### src/source/alu_pkg.sv
package alu_pkg;

    localparam int WORD_W      = 32;
    localparam int DWORD_W     = 64;
    localparam int MULT_CYCLES = 32;
    localparam int DIV_CYCLES  = 32;

    typedef enum logic [5:0] {
        OP_AND   = 6'h00,
        OP_OR    = 6'h01,
        OP_NOR   = 6'h02,
        OP_XOR   = 6'h03,
        OP_ADD   = 6'h04,
        OP_ADDU  = 6'h05,
        OP_SUB   = 6'h06,
        OP_SUBU  = 6'h07,
        OP_SLT   = 6'h08,
        OP_SLTU  = 6'h09,
        OP_SLLV  = 6'h0a,  // shift by src_a
        OP_SRLV  = 6'h0b,
        OP_SRAV  = 6'h0c,
        OP_SLL   = 6'h0d,  // shift by sa
        OP_SRL   = 6'h0e,
        OP_SRA   = 6'h0f,
        OP_LUI   = 6'h10,
        OP_CLO   = 6'h11,
        OP_CLZ   = 6'h12,
        OP_SC    = 6'h13,
        OP_PASS  = 6'h14,
        OP_MTHI  = 6'h15,
        OP_MTLO  = 6'h16,
        OP_TEQ   = 6'h18,
        OP_TNE   = 6'h19,
        OP_TGE   = 6'h1a,
        OP_TGEU  = 6'h1b,
        OP_TLT   = 6'h1c,
        OP_TLTU  = 6'h1d,
        OP_MULT  = 6'h20,
        OP_MULTU = 6'h21,
        OP_MADD  = 6'h22,
        OP_MADDU = 6'h23,
        OP_MSUB  = 6'h24,
        OP_MSUBU = 6'h25,
        OP_DIV   = 6'h28,
        OP_DIVU  = 6'h29
    } alu_op_t;

endpackage

### src/source/muldiv_if.sv
`timescale 1ns/10ps

interface muldiv_if;
    import alu_pkg::*;

    logic [WORD_W-1:0]  a;
    logic [WORD_W-1:0]  b;
    logic               sign;
    logic               req;      // level held for the whole op
    logic               consume;  // pulse that frees the unit
    logic               flush;
    logic               done;
    logic [DWORD_W-1:0] result;

    modport client (
        output a, b, sign, req, consume, flush,
        input  done, result
    );

    modport unit (
        input  a, b, sign, req, consume, flush,
        output done, result
    );

endinterface

### src/source/execute_unit.sv
`timescale 1ns/10ps

module execute_unit (
    input  logic                        clk,
    input  logic                        rst,
    input  logic                        flush,
    input  logic                        stall_m,
    input  alu_pkg::alu_op_t            op,
    input  logic [alu_pkg::WORD_W-1:0]  src_a,
    input  logic [alu_pkg::WORD_W-1:0]  src_b,
    input  logic [4:0]                  sa,
    input  logic [alu_pkg::DWORD_W-1:0] hilo,
    input  logic                        ll_bit,
    output logic                        mult_stall,
    output logic                        div_stall,
    output logic [alu_pkg::DWORD_W-1:0] result,
    output logic                        overflow,
    output logic                        trap,
    output logic [alu_pkg::WORD_W-1:0]  adder_result
);
    import alu_pkg::*;

    logic              mult_class;
    logic              mult_plain;
    logic              is_madd;
    logic              is_msub;
    logic              div_class;
    logic              is_mthi;
    logic              is_mtlo;
    logic [WORD_W-1:0] alu_result;

    muldiv_if mul_bus ();
    muldiv_if div_bus ();

    assign mult_plain = (op == OP_MULT) || (op == OP_MULTU);
    assign is_madd    = (op == OP_MADD) || (op == OP_MADDU);
    assign is_msub    = (op == OP_MSUB) || (op == OP_MSUBU);
    assign mult_class = mult_plain | is_madd | is_msub;
    assign div_class  = (op == OP_DIV) || (op == OP_DIVU);
    assign is_mthi    = (op == OP_MTHI);
    assign is_mtlo    = (op == OP_MTLO);

    assign mul_bus.a       = src_a;
    assign mul_bus.b       = src_b;
    assign mul_bus.sign    = (op == OP_MULT) || (op == OP_MADD) || (op == OP_MSUB);
    assign mul_bus.req     = mult_class;
    assign mul_bus.consume = mul_bus.done;
    assign mul_bus.flush   = flush;

    assign div_bus.a       = src_a;
    assign div_bus.b       = src_b;
    assign div_bus.sign    = (op == OP_DIV);
    assign div_bus.req     = div_class;
    assign div_bus.consume = div_bus.done & ~stall_m;  // wait for the memory stage
    assign div_bus.flush   = flush;

    assign mult_stall = mult_class & ~mul_bus.done & ~flush;
    assign div_stall  = div_class & ~div_bus.done & ~flush;

    int_alu i_int_alu (
        .op           (op),
        .src_a        (src_a),
        .src_b        (src_b),
        .sa           (sa),
        .ll_bit       (ll_bit),
        .result       (alu_result),
        .adder_result (adder_result),
        .overflow     (overflow),
        .trap         (trap)
    );

    seq_multiplier i_seq_multiplier (
        .clk (clk),
        .rst (rst),
        .md  (mul_bus.unit)
    );

    radix2_divider i_radix2_divider (
        .clk (clk),
        .rst (rst),
        .md  (div_bus.unit)
    );

    always_comb begin
        if (div_class) begin
            result = div_bus.result;
        end else if (mult_plain) begin
            result = mul_bus.result;
        end else if (is_madd) begin
            result = hilo + mul_bus.result;
        end else if (is_msub) begin
            result = hilo - mul_bus.result;
        end else if (is_mthi) begin
            result = {src_a, hilo[WORD_W-1:0]};
        end else if (is_mtlo) begin
            result = {hilo[DWORD_W-1:WORD_W], src_a};
        end else begin
            result = {{WORD_W{1'b0}}, alu_result};
        end
    end

endmodule

### src/source/int_alu.sv
`timescale 1ns/10ps

module int_alu (
    input  alu_pkg::alu_op_t           op,
    input  logic [alu_pkg::WORD_W-1:0] src_a,
    input  logic [alu_pkg::WORD_W-1:0] src_b,
    input  logic [4:0]                 sa,
    input  logic                       ll_bit,
    output logic [alu_pkg::WORD_W-1:0] result,
    output logic [alu_pkg::WORD_W-1:0] adder_result,
    output logic                       overflow,
    output logic                       trap
);
    import alu_pkg::*;

    logic is_and, is_or, is_nor, is_xor;
    logic is_add, is_addu, is_sub, is_subu;
    logic is_slt, is_sltu;
    logic is_sllv, is_srlv, is_srav, is_sll, is_srl, is_sra;
    logic is_lui, is_clo, is_clz, is_sc, is_pass;
    logic is_teq, is_tne, is_tge, is_tgeu, is_tlt, is_tltu;
    logic is_trap;
    logic sub_like;

    logic [WORD_W-1:0] adder_b;
    logic              adder_cout;
    logic              adder_zero;
    logic              slt_bit;
    logic              sltu_bit;

    logic [4:0]        shamt;
    logic              sr_fill;
    logic [WORD_W-1:0] sl_res;
    logic [WORD_W:0]   sr_ext;

    logic [WORD_W-1:0] lead_src;
    logic [5:0]        lead_cnt;

    assign is_and  = (op == OP_AND);
    assign is_or   = (op == OP_OR);
    assign is_nor  = (op == OP_NOR);
    assign is_xor  = (op == OP_XOR);
    assign is_add  = (op == OP_ADD);
    assign is_addu = (op == OP_ADDU);
    assign is_sub  = (op == OP_SUB);
    assign is_subu = (op == OP_SUBU);
    assign is_slt  = (op == OP_SLT);
    assign is_sltu = (op == OP_SLTU);
    assign is_sllv = (op == OP_SLLV);
    assign is_srlv = (op == OP_SRLV);
    assign is_srav = (op == OP_SRAV);
    assign is_sll  = (op == OP_SLL);
    assign is_srl  = (op == OP_SRL);
    assign is_sra  = (op == OP_SRA);
    assign is_lui  = (op == OP_LUI);
    assign is_clo  = (op == OP_CLO);
    assign is_clz  = (op == OP_CLZ);
    assign is_sc   = (op == OP_SC);
    assign is_pass = (op == OP_PASS);
    assign is_teq  = (op == OP_TEQ);
    assign is_tne  = (op == OP_TNE);
    assign is_tge  = (op == OP_TGE);
    assign is_tgeu = (op == OP_TGEU);
    assign is_tlt  = (op == OP_TLT);
    assign is_tltu = (op == OP_TLTU);

    assign is_trap  = is_teq | is_tne | is_tge | is_tgeu | is_tlt | is_tltu;
    assign sub_like = is_sub | is_subu | is_slt | is_sltu | is_trap;

    // one adder does a - b as a + ~b + 1
    assign adder_b = src_b ^ {WORD_W{sub_like}};
    assign {adder_cout, adder_result} = {1'b0, src_a} + {1'b0, adder_b}
                                      + {{WORD_W{1'b0}}, sub_like};
    assign adder_zero = (adder_result == '0);

    assign slt_bit  = (src_a[WORD_W-1] & ~src_b[WORD_W-1])
                    | (~(src_a[WORD_W-1] ^ src_b[WORD_W-1]) & adder_result[WORD_W-1]);
    assign sltu_bit = ~adder_cout;  // no carry means borrow

    // same-sign inputs with a sum of the other sign
    assign overflow = (is_add | is_sub)
                    & (src_a[WORD_W-1] == adder_b[WORD_W-1])
                    & (adder_result[WORD_W-1] != src_a[WORD_W-1]);

    assign trap = (is_teq  &  adder_zero)
                | (is_tne  & ~adder_zero)
                | (is_tge  & ~slt_bit)
                | (is_tgeu & ~sltu_bit)
                | (is_tlt  &  slt_bit)
                | (is_tltu &  sltu_bit);

    assign shamt   = (is_sllv | is_srlv | is_srav) ? src_a[4:0] : sa;
    assign sr_fill = (is_srav | is_sra) & src_b[WORD_W-1];
    assign sl_res  = src_b << shamt;
    assign sr_ext  = $signed({sr_fill, src_b}) >>> shamt;

    assign lead_src = is_clo ? ~src_a : src_a;  // clo counts zeros of ~a

    always_comb begin
        lead_cnt = 6'd32;
        for (int i = 0; i < WORD_W; i++) begin
            if (lead_src[i]) begin
                lead_cnt = 6'(WORD_W - 1 - i);  // highest set bit wins
            end
        end
    end

    assign result = ({WORD_W{is_and}} & (src_a & src_b))
                  | ({WORD_W{is_or}}  & (src_a | src_b))
                  | ({WORD_W{is_nor}} & ~(src_a | src_b))
                  | ({WORD_W{is_xor}} & (src_a ^ src_b))
                  | ({WORD_W{is_add | is_addu | is_sub | is_subu}} & adder_result)
                  | ({WORD_W{is_slt}}  & {{(WORD_W-1){1'b0}}, slt_bit})
                  | ({WORD_W{is_sltu}} & {{(WORD_W-1){1'b0}}, sltu_bit})
                  | ({WORD_W{is_sllv | is_sll}} & sl_res)
                  | ({WORD_W{is_srlv | is_srav | is_srl | is_sra}} & sr_ext[WORD_W-1:0])
                  | ({WORD_W{is_lui}} & {src_b[15:0], 16'h0000})
                  | ({WORD_W{is_clo | is_clz}} & {{(WORD_W-6){1'b0}}, lead_cnt})
                  | ({WORD_W{is_sc}}   & {{(WORD_W-1){1'b0}}, ll_bit})
                  | ({WORD_W{is_pass}} & src_a);

endmodule

### src/source/radix2_divider.sv
`timescale 1ns/10ps

module radix2_divider (
    input logic    clk,
    input logic    rst,
    muldiv_if.unit md
);
    import alu_pkg::*;

    localparam int CNT_W = $clog2(DIV_CYCLES);
    localparam logic [CNT_W-1:0] LAST = CNT_W'(DIV_CYCLES - 1);
    localparam logic [1:0] S_IDLE = 2'd0;
    localparam logic [1:0] S_BUSY = 2'd1;
    localparam logic [1:0] S_DONE = 2'd2;

    logic [1:0]        state;
    logic [CNT_W-1:0]  cnt;
    logic              b_zero;
    logic [WORD_W-1:0] mag_a;
    logic [WORD_W-1:0] mag_b;
    logic [WORD_W-1:0] rem;
    logic [WORD_W-1:0] quo;      // dividend shifts out as quotient shifts in
    logic [WORD_W-1:0] divisor;
    logic [WORD_W:0]   shifted;
    logic [WORD_W:0]   trial;
    logic              neg_q;
    logic              neg_r;

    assign b_zero = (md.b == '0);

    // divide by zero keeps a unsigned so the remainder comes back as a
    assign mag_a = (md.sign && md.a[WORD_W-1] && !b_zero) ? -md.a : md.a;
    assign mag_b = (md.sign && md.b[WORD_W-1]) ? -md.b : md.b;

    assign shifted = {rem, quo[WORD_W-1]};
    assign trial   = shifted - {1'b0, divisor};

    always_ff @(posedge clk) begin
        if (rst || md.flush) begin
            state <= S_IDLE;
            cnt   <= '0;
        end else begin
            case (state)
                S_IDLE: begin
                    if (md.req) begin
                        state <= S_BUSY;
                        cnt   <= '0;
                    end
                end
                S_BUSY: begin
                    cnt <= cnt + 1'b1;
                    if (cnt == LAST) begin
                        state <= S_DONE;
                    end
                end
                S_DONE: begin
                    if (md.consume) begin  // held while the memory stage stalls
                        state <= S_IDLE;
                    end
                end
                default: state <= S_IDLE;
            endcase
        end
    end

    always_ff @(posedge clk) begin
        if (state == S_IDLE && md.req) begin
            rem     <= '0;
            quo     <= mag_a;
            divisor <= mag_b;
            neg_q   <= md.sign & (md.a[WORD_W-1] ^ md.b[WORD_W-1]) & ~b_zero;
            neg_r   <= md.sign & md.a[WORD_W-1] & ~b_zero;
        end else if (state == S_BUSY) begin
            if (!trial[WORD_W]) begin  // fits so keep the difference
                rem <= trial[WORD_W-1:0];
                quo <= {quo[WORD_W-2:0], 1'b1};
            end else begin
                rem <= shifted[WORD_W-1:0];
                quo <= {quo[WORD_W-2:0], 1'b0};
            end
        end
    end

    assign md.done   = (state == S_DONE);
    assign md.result = {neg_r ? -rem : rem, neg_q ? -quo : quo};  // hi = rem, lo = quo

endmodule

### src/source/seq_multiplier.sv
`timescale 1ns/10ps

module seq_multiplier (
    input logic    clk,
    input logic    rst,
    muldiv_if.unit md
);
    import alu_pkg::*;

    localparam int CNT_W = $clog2(MULT_CYCLES);
    localparam logic [CNT_W-1:0] LAST = CNT_W'(MULT_CYCLES - 1);
    localparam logic [1:0] S_IDLE = 2'd0;
    localparam logic [1:0] S_BUSY = 2'd1;
    localparam logic [1:0] S_DONE = 2'd2;

    logic [1:0]         state;
    logic [CNT_W-1:0]   cnt;
    logic [WORD_W-1:0]  mag_a;
    logic [WORD_W-1:0]  mag_b;
    logic [WORD_W-1:0]  mcand;
    logic [DWORD_W-1:0] prod;    // upper half accumulates, lower half holds multiplier
    logic [WORD_W:0]    partial;
    logic               negate;

    assign mag_a = (md.sign && md.a[WORD_W-1]) ? -md.a : md.a;
    assign mag_b = (md.sign && md.b[WORD_W-1]) ? -md.b : md.b;

    assign partial = {1'b0, prod[DWORD_W-1:WORD_W]} + (prod[0] ? {1'b0, mcand} : '0);

    always_ff @(posedge clk) begin
        if (rst || md.flush) begin
            state <= S_IDLE;
            cnt   <= '0;
        end else begin
            case (state)
                S_IDLE: begin
                    if (md.req) begin
                        state <= S_BUSY;
                        cnt   <= '0;
                    end
                end
                S_BUSY: begin
                    cnt <= cnt + 1'b1;
                    if (cnt == LAST) begin
                        state <= S_DONE;
                    end
                end
                S_DONE: begin
                    if (md.consume) begin
                        state <= S_IDLE;
                    end
                end
                default: state <= S_IDLE;
            endcase
        end
    end

    always_ff @(posedge clk) begin
        if (state == S_IDLE && md.req) begin
            mcand  <= mag_a;
            prod   <= {{WORD_W{1'b0}}, mag_b};
            negate <= md.sign & (md.a[WORD_W-1] ^ md.b[WORD_W-1]);
        end else if (state == S_BUSY) begin
            prod <= {partial, prod[WORD_W-1:1]};  // add then shift right
        end
    end

    assign md.done   = (state == S_DONE);
    assign md.result = negate ? -prod : prod;

endmodule
### config.mk
export PLATFORM = sky130hd
export DESIGN_NAME = execute_unit
export DESIGN_NICKNAME = d
export VERILOG_FILES = /design/src/source/alu_pkg.sv /design/src/source/muldiv_if.sv /design/src/source/execute_unit.sv /design/src/source/int_alu.sv /design/src/source/radix2_divider.sv /design/src/source/seq_multiplier.sv
export SDC_FILE = /design/constraint.sdc
export NUM_CORES = 2
export LEC_CHECK = 0
export BUFFER_PORTS_ARGS = -buffer_cell sky130_fd_sc_hd__buf_2
export CAP_MARGIN = 0
export CORE_ASPECT_RATIO = 1.5
export CORE_MARGIN = 3
export CORE_UTILIZATION = 40
export DETAILED_ROUTE_END_ITERATION = 6
export PLACE_DENSITY = 0.64
export SLEW_MARGIN = 30
export SYNTH_ARGS = -nofsm -noshare
export SYNTH_HDL_FRONTEND = slang
export SYNTH_SLANG_ARGS = --single-unit
### constraint.sdc
create_clock -name clk -period 18.55 [get_ports clk]
set_input_delay 3.71 -clock clk [delete_from_list [all_inputs] [get_ports clk]]
set_output_delay 3.71 -clock clk [all_outputs]
set_load 0.02 [all_outputs]
# Yosys cells after proc, flatten, opt, wreduce, memory -nomap -nowiden
# Cells that the tools add are included.
dict set report totals {
  output_inout_bits 100
  reg_bits 209
}
dict set report classes {
  mux 65
  eq_ne 49
  bitwise_logic 92
  reduce_logical 28
  shift 2
  addsub 13
}
# cell n
set op_table {}
lappend op_table {{64-bit two-way mux} 7}
lappend op_table {{32-bit two-way mux} 13}
lappend op_table {{32-bit bitwise OR} 13}
lappend op_table {{32-bit bitwise AND} 10}
lappend op_table {{6-bit two-way mux} 32}
lappend op_table {{32-bit negator} 4}
lappend op_table {{32-bit by 1-bit bitwise AND with 32-bit output} 3}
lappend op_table {{6-bit by 5-bit == test with 1-bit output (second input constant)} 13}
lappend op_table {{32-bit by 32-bit adder with 33-bit output} 2}
lappend op_table {{64-bit adder} 1}
lappend op_table {{32-bit logical NOT} 2}
lappend op_table {{64-bit negator} 1}
lappend op_table {{32-bit inverter} 2}
lappend op_table {{64-bit subtractor} 1}
lappend op_table {{32-bit bitwise XOR} 2}
lappend op_table {{6-bit by 4-bit == test with 1-bit output (second input constant)} 8}
lappend op_table {{6-bit == test (second input constant)} 8}
lappend op_table {{33-bit by 1-bit adder with 33-bit output} 1}
lappend op_table {{33-bit by 5-bit >>> shifter with 32-bit output} 1}
lappend op_table {{33-bit by 32-bit subtractor with 33-bit output} 1}
lappend op_table {{32-bit by 6-bit bitwise AND with 32-bit output} 1}
lappend op_table {{32-bit by 5-bit << shifter with 32-bit output} 1}
lappend op_table {{1-bit bitwise OR} 29}
lappend op_table {{6-bit by 3-bit == test with 1-bit output (second input constant)} 4}
lappend op_table {{other kinds (27)} 89}

# Longest topological paths before layout
dict set report depth {
  ltp_word 44
  ltp_mapped 25
}

# Hierarchy
# From an unflattened synthesis, not the netlist that was laid out.
dict set report hier_totals {
  cells_unflattened 5087
  area_unflattened_um2 36809.1
}
# module area_each_um2 seq_area_each_um2 cells_each n_inst
set modules_own_cells {}
lappend modules_own_cells {execute_unit 11029.3 0.0 1763 1}
lappend modules_own_cells {int_alu 9226.3 0.0 1351 1}
lappend modules_own_cells {radix2_divider 8306.7 2762.6 983 1}
lappend modules_own_cells {seq_multiplier 8246.7 2732.6 990 1}

# Worst setup path before layout
# Ideal clock, no wire load.
dict set report synth_timing {
  path_type {input -> output}
  from {input op[4]}
  to {output trap}
  cell_stages 20
  setup_slack_ns 6.463
  arrival_time_ns 8.377
  required_ns 14.840
  path_cell_list {buf_2 nor2b_1 a221oi_2 nor2_1 buf_1 xnor2_1 ha_1 clkbuf_1 and4_1 o2111ai_1 o211ai_1 a2111oi_0 o31ai_1 a41o_1 a41oi_1 xnor2_1 or2_0 nor4_1 xnor2_1 a211oi_1}
}
dict set report synth_via {
  elab_chain_len 18
  word_cells_on_any_way 39
}
# item line_no
set synth_lines {}
lappend synth_lines {{start: declaration} execute_unit.sv:8} ;# input alu_pkg::alu_op_t op,
lappend synth_lines {{6-bit by 5-bit == test with 1-bit output (on tied branches)} {int_alu.sv:60, int_alu.sv:61}}
lappend synth_lines {{1-bit bitwise OR (5 in a row)} int_alu.sv:67} ;# assign is_trap = is_teq | is_tne | is_tge | is_tgeu | is_tlt | is_tltu;
lappend synth_lines {{1-bit bitwise OR (*)} int_alu.sv:68} ;# assign sub_like = is_sub | is_subu | is_slt | is_sltu | is_trap;
lappend synth_lines {{32-bit bitwise XOR} int_alu.sv:71} ;# assign adder_b = src_b ^ {WORD_W{sub_like}};
lappend synth_lines {{32-bit by 32-bit adder with 33-bit output} int_alu.sv:72} ;# assign {adder_cout, adder_result} = {1'b0, src_a} + {1'b0, adder_b}
lappend synth_lines {{33-bit by 1-bit adder with 33-bit output (*)} int_alu.sv:73} ;# + {{WORD_W{1'b0}}, sub_like};
lappend synth_lines {{via adder_result, one bit} execute_unit.sv:19} ;# output logic [alu_pkg::WORD_W-1:0] adder_result
lappend synth_lines {{32-bit logical NOT (*)} int_alu.sv:74} ;# assign adder_zero = (adder_result == '0);
lappend synth_lines {{1-bit inverter} int_alu.sv:86} ;# | (is_tne & ~adder_zero)
lappend synth_lines {{1-bit bitwise AND} int_alu.sv:86}
lappend synth_lines {{1-bit bitwise OR (*)} int_alu.sv:86}
lappend synth_lines {{1-bit bitwise OR (*)} int_alu.sv:87} ;# | (is_tge & ~slt_bit)
lappend synth_lines {{1-bit bitwise OR (*)} int_alu.sv:88} ;# | (is_tgeu & ~sltu_bit)
lappend synth_lines {{1-bit bitwise OR (*)} int_alu.sv:89} ;# | (is_tlt & slt_bit)
lappend synth_lines {{1-bit bitwise OR (*)} int_alu.sv:90} ;# | (is_tltu & sltu_bit);
lappend synth_lines {{end: declaration} execute_unit.sv:18} ;# output logic trap,
# The timed path passes the listed nets; every way through them passes the cells marked *.

# Worst setup path in the final report
dict set report layout_timing {
  from {input op[2]}
  to {output result[28] (netlist name)}
}
dict set report layout_via {
  elab_chain_len 26
  word_cells_on_any_way 99
}
# item line_no
set layout_lines {}
lappend layout_lines {{6-bit by 5-bit == test with 1-bit output (on tied branches)} {int_alu.sv:60, int_alu.sv:61}}
lappend layout_lines {{1-bit bitwise OR (5 in a row)} int_alu.sv:67}
lappend layout_lines {{1-bit bitwise OR} int_alu.sv:68}
lappend layout_lines {{32-bit bitwise XOR} int_alu.sv:71}
lappend layout_lines {{32-bit by 32-bit adder with 33-bit output} int_alu.sv:72}
lappend layout_lines {{33-bit by 1-bit adder with 33-bit output} int_alu.sv:73}
lappend layout_lines {{32-bit bitwise AND} int_alu.sv:112} ;# | ({WORD_W{is_add | is_addu | is_sub | is_subu}} & adder_result)
lappend layout_lines {{32-bit bitwise OR} int_alu.sv:112}
lappend layout_lines {{[6 not listed]} -}
lappend layout_lines {{32-bit bitwise OR} int_alu.sv:119} ;# | ({WORD_W{is_sc}} & {{(WORD_W-1){1'b0}}, ll_bit})
lappend layout_lines {{32-bit bitwise OR} int_alu.sv:120} ;# | ({WORD_W{is_pass}} & src_a);
lappend layout_lines {{64-bit two-way mux} execute_unit.sv:95} ;# end else if (is_mtlo) begin
lappend layout_lines {{64-bit two-way mux} execute_unit.sv:93} ;# end else if (is_mthi) begin
lappend layout_lines {{64-bit two-way mux} execute_unit.sv:91} ;# end else if (is_msub) begin
lappend layout_lines {{64-bit two-way mux} execute_unit.sv:89} ;# end else if (is_madd) begin
lappend layout_lines {{64-bit two-way mux} execute_unit.sv:87} ;# end else if (mult_plain) begin
lappend layout_lines {{64-bit two-way mux (*)} execute_unit.sv:85} ;# if (div_class) begin
lappend layout_lines {{end: declaration} execute_unit.sv:16} ;# output logic [alu_pkg::DWORD_W-1:0] result,
# Mark *: on every way between the ends. The rest lies on a longest branch, timed or not.

==> impl_metrics.json <==
{
  "io_buffers": 243,
  "cts_max_path_buffers": 3,
  "drive_above_1_share_pct": 10.7,
  "drt_pass1_iterations": 7,
  "drc": 0,
  "avgSynthCellArea_um2": 7.31,
  "areaGrowthSynthToFinish_pct": 8.57,
  "start_util_pct": 40.5,
  "stdcell_count": 5843,
  "cts_hold_buffers": 0,
  "p_per_area_nw_per_um2": 72.4,
  "p_leak_uw": 0.0150,
  "root_buffer": "clkbuf_16",
  "tns_ps": 0,
  "synth_warnings": 0,
  "worstSkewPairLatency_ps": 540,
  "p_int_uw": 1310,
  "drt_iter0_drc": 5161,
  "ys_seq_elements": 209,
  "synthesis.nets": 5104,
  "fill_cells": 8828,
  "synth_flop_cell": "edfxtp_1",
  "cp_slowest_stage_delay_ps": 630,
  "first_global_vias": 37200,
  "grt_max_degree": 67,
  "max_cap_viol_count": 0,
  "htreeDepth": 1,
  "syn_inst": 4659,
  "ir_worst_vdd_mv": 0.0626,
  "synth.distinct_cells": 98,
  "final_cell_mix": "nor2_1, a21oi_1, nand2_1, o21ai_0, ha_1",
  "gp_congestion": 1.19,
  "p_switching_uw": 1360,
  "switching_share_pct": 50.9,
  "final_nets": 5134,
  "finalSetupViolCount": 0,
  "path_clk_slew_ps": 70,
  "tightestPinTransition_ps": 1140,
  "post_cts_buffers": 0,
  "dpl.cell_count": 5787,
  "ys_seq_area_share_pct": 16.1,
  "slew_violations": 0,
  "antenna_found_initial": 14,
  "synth-edff-count": 131,
  "numCtsBuffers": 21,
  "coreArea_um2": 84100,
  "cts_tree": "done",
  "layout_commonest_cell": "nor2_1",
  "power.share.sequential_pct": 22.9,
  "clkSinkCount": 209,
  "mappedNetlistArea_um2": 34100,
  "vias": 39600,
  "io_pins": 244,
  "finalPower_uw": 2680,
  "rsz0062_at_grt": "false",
  "dieWidth_um": 244,
  "finalHoldViolCount": 0,
  "grt_use_total_pct": 42.0,
  "wl_um": 194000,
  "vias_per_cell": 6.77,
  "crit_required_ps": 14840,
  "worstPathArrival_ps": 9520,
  "worstPathMaxFanout": 17,
  "power.share.clock_pct": 17.1,
  "combPwrFrac_pct": 60.0,
  "die_y_um": 363,
  "grt_pass1_wl_um": 271000,
  "dp_hpwl_um": 152000,
  "skew_ps": 14.9,
  "cp_cell_sequence": "buf_2 -> and2b_1 -> a221oi_2 -> nor2_4 -> xnor2_1 -> ha_1 -> nand2_1 -> o21ai_0 -> o22ai_1 -> a211oi_1 -> nor2_1 -> o21ai_0 -> a31oi_1 -> xor2_1 -> o211ai_1 -> o211ai_1 -> a221oi_1 -> buf_2",
  "setup.worst_path.end_class": "output port",
  "hold_path_class": "flip-flop to flip-flop",
  "die_area_um2": 88800,
  "critical-path-top-delay-family": "compound AO/OA/AOI/OAI gates",
  "cts_resized": 0,
  "path_class": "input port to output port",
  "finalCritPeriodShare_pct": 71.3,
  "async_flop_share_pct": 0,
  "rows": 130,
  "status": "completed",
  "grt_remaining_overflow": 0,
  "crit_buf_inv": 2,
  "max_freq_ghz": 0.0756,
  "period_minus_slack_ps": 13230,
  "slowest_stage": "a221oi_1",
  "crit_path_start_kind": "input port",
  "slew_headroom_pct": 23.1,
  "wl_per_cell_um": 33.2,
  "ant_nets": 0
}
## path summary, 6_finish.rpt
| path | startpoint | endpoint | slack [ps] | cells past startpoint |
|---|---|---|---|---|
| hold / removal | i_seq_multiplier.cnt[2] | i_seq_multiplier.cnt[2] | 510 | 2 |
| setup reg to reg | i_radix2_divider.quo[31] | i_radix2_divider.quo[0] | 13250 | 14 |
| hold reg to reg | i_seq_multiplier.cnt[2] | i_seq_multiplier.cnt[2] | 510 | 2 |
| setup / recovery | op[2] | result[28] | 5320 | 18 |
## cell usage after synthesis (49+ instances only)
cell type  count  area (um2)
clkbuf_1     272        1020
nand3_1       97         485
and2_1        51         319
edfxtp_1     131        3930
o21bai_1      54         405
a211oi_1      57         428
nand2b_1      51         319
dfxtp_1       78        1560
xnor2_1      252        2210
inv_1        271        1020
nor2_1       449        1690
o31ai_1       58         435
a31oi_1       50         313
nand2_1      394        1480
nor3_1       121         606
o211ai_1      64         480
a21o_1        80         601
xor2_1       101         885
mux2i_1       92         921
a21oi_1      406        2030
ha_1         296        3700
a221oi_1      51         447
o21ai_0      362        1810
o221ai_1      49         429
## through the flow
step	cell area [um2]	utilization, %	setup slack (ps)	hold slack [ps]
after CTS	36900	43.9	5630	517
after floorplan	34100	-	6460	462
after global routing	37000	43.9	5160	533
after global placement	36200	43.0	5590	479
after detailed placement	36200	43.1	5650	507
final	37000	44.0	5320	513
## power by group through the flow
stage                     Sequential (uW)  Combinational [uW]  Clock [uW]
after floorplan                       589                1020           0
final                                 612                1610         458
after CTS                             611                1550         465
after global placement                621                1540           0
after detailed placement              622                1540           0
after global routing                  617                1700         481
## worst min-delay path, cell delays in order (launching register included)
cell     delay [ps]
dfxtp_1         320
o21ai_0          80
a21oi_1          60
## cell type report
class / count / area (um2) / area share, %
Multi-Input combinational cell: 3849 / 26400 / 71.4
Sequential cell: 209 / 5500 / 14.9
Timing Repair Buffer: 328 / 1860 / 5.02
Tap cell: 1122 / 1400 / 3.79
Inverter: 280 / 1050 / 2.84
Clock buffer: 23 / 533 / 1.44
Clock inverter: 15 / 181 / 0.490
Antenna cell: 17 / 42.5 / 0.115
## logic make-up (layout without fill, tap and decap cells)
group / Yosys count / after routing / share of synthesized area [%]
muxes: 154 / 154 / 5.94
adders and majority gates: 301 / 301 / 11.2
DFF: 209 / 209 / 16.1
AOI/OAI and AO/OA: 1603 / 1603 / 31.1
other: 0 / 17 / 0
buffers and inverters: 601 / 646 / 6.74
and+or+nand+nor: 1438 / 1438 / 19.9
xor gates and xnor gates: 353 / 353 / 9.07
## flip-flops by register name, indices dropped and copies added, names as in the netlist
| signal | flops |
|---|---|
| i_radix2_divider.cnt | 5 |
| i_radix2_divider.divisor | 32 |
| i_radix2_divider.neg_q | 1 |
| i_radix2_divider.neg_r | 1 |
| i_radix2_divider.quo | 32 |
| i_radix2_divider.rem | 32 |
| i_radix2_divider.state | 2 |
| i_seq_multiplier.cnt | 5 |
| i_seq_multiplier.mcand | 32 |
| i_seq_multiplier.negate | 1 |
| i_seq_multiplier.prod | 64 |
| i_seq_multiplier.state | 2 |
## layer usage
| layer | up-vias | track usage (%) | routed length [um] |
|---|---|---|---|
| li1 | 17300 | - | - |
| met1 | 18800 | 46.8 | 66800 |
| met2 | 2702 | 66.4 | 84500 |
| met3 | 746 | 7.45 | 18500 |
| met4 | 0 | 42.1 | 24100 |
| met5 | - | 0 | 0 |
No activity file was read; power rests on OpenSTA's default activity.
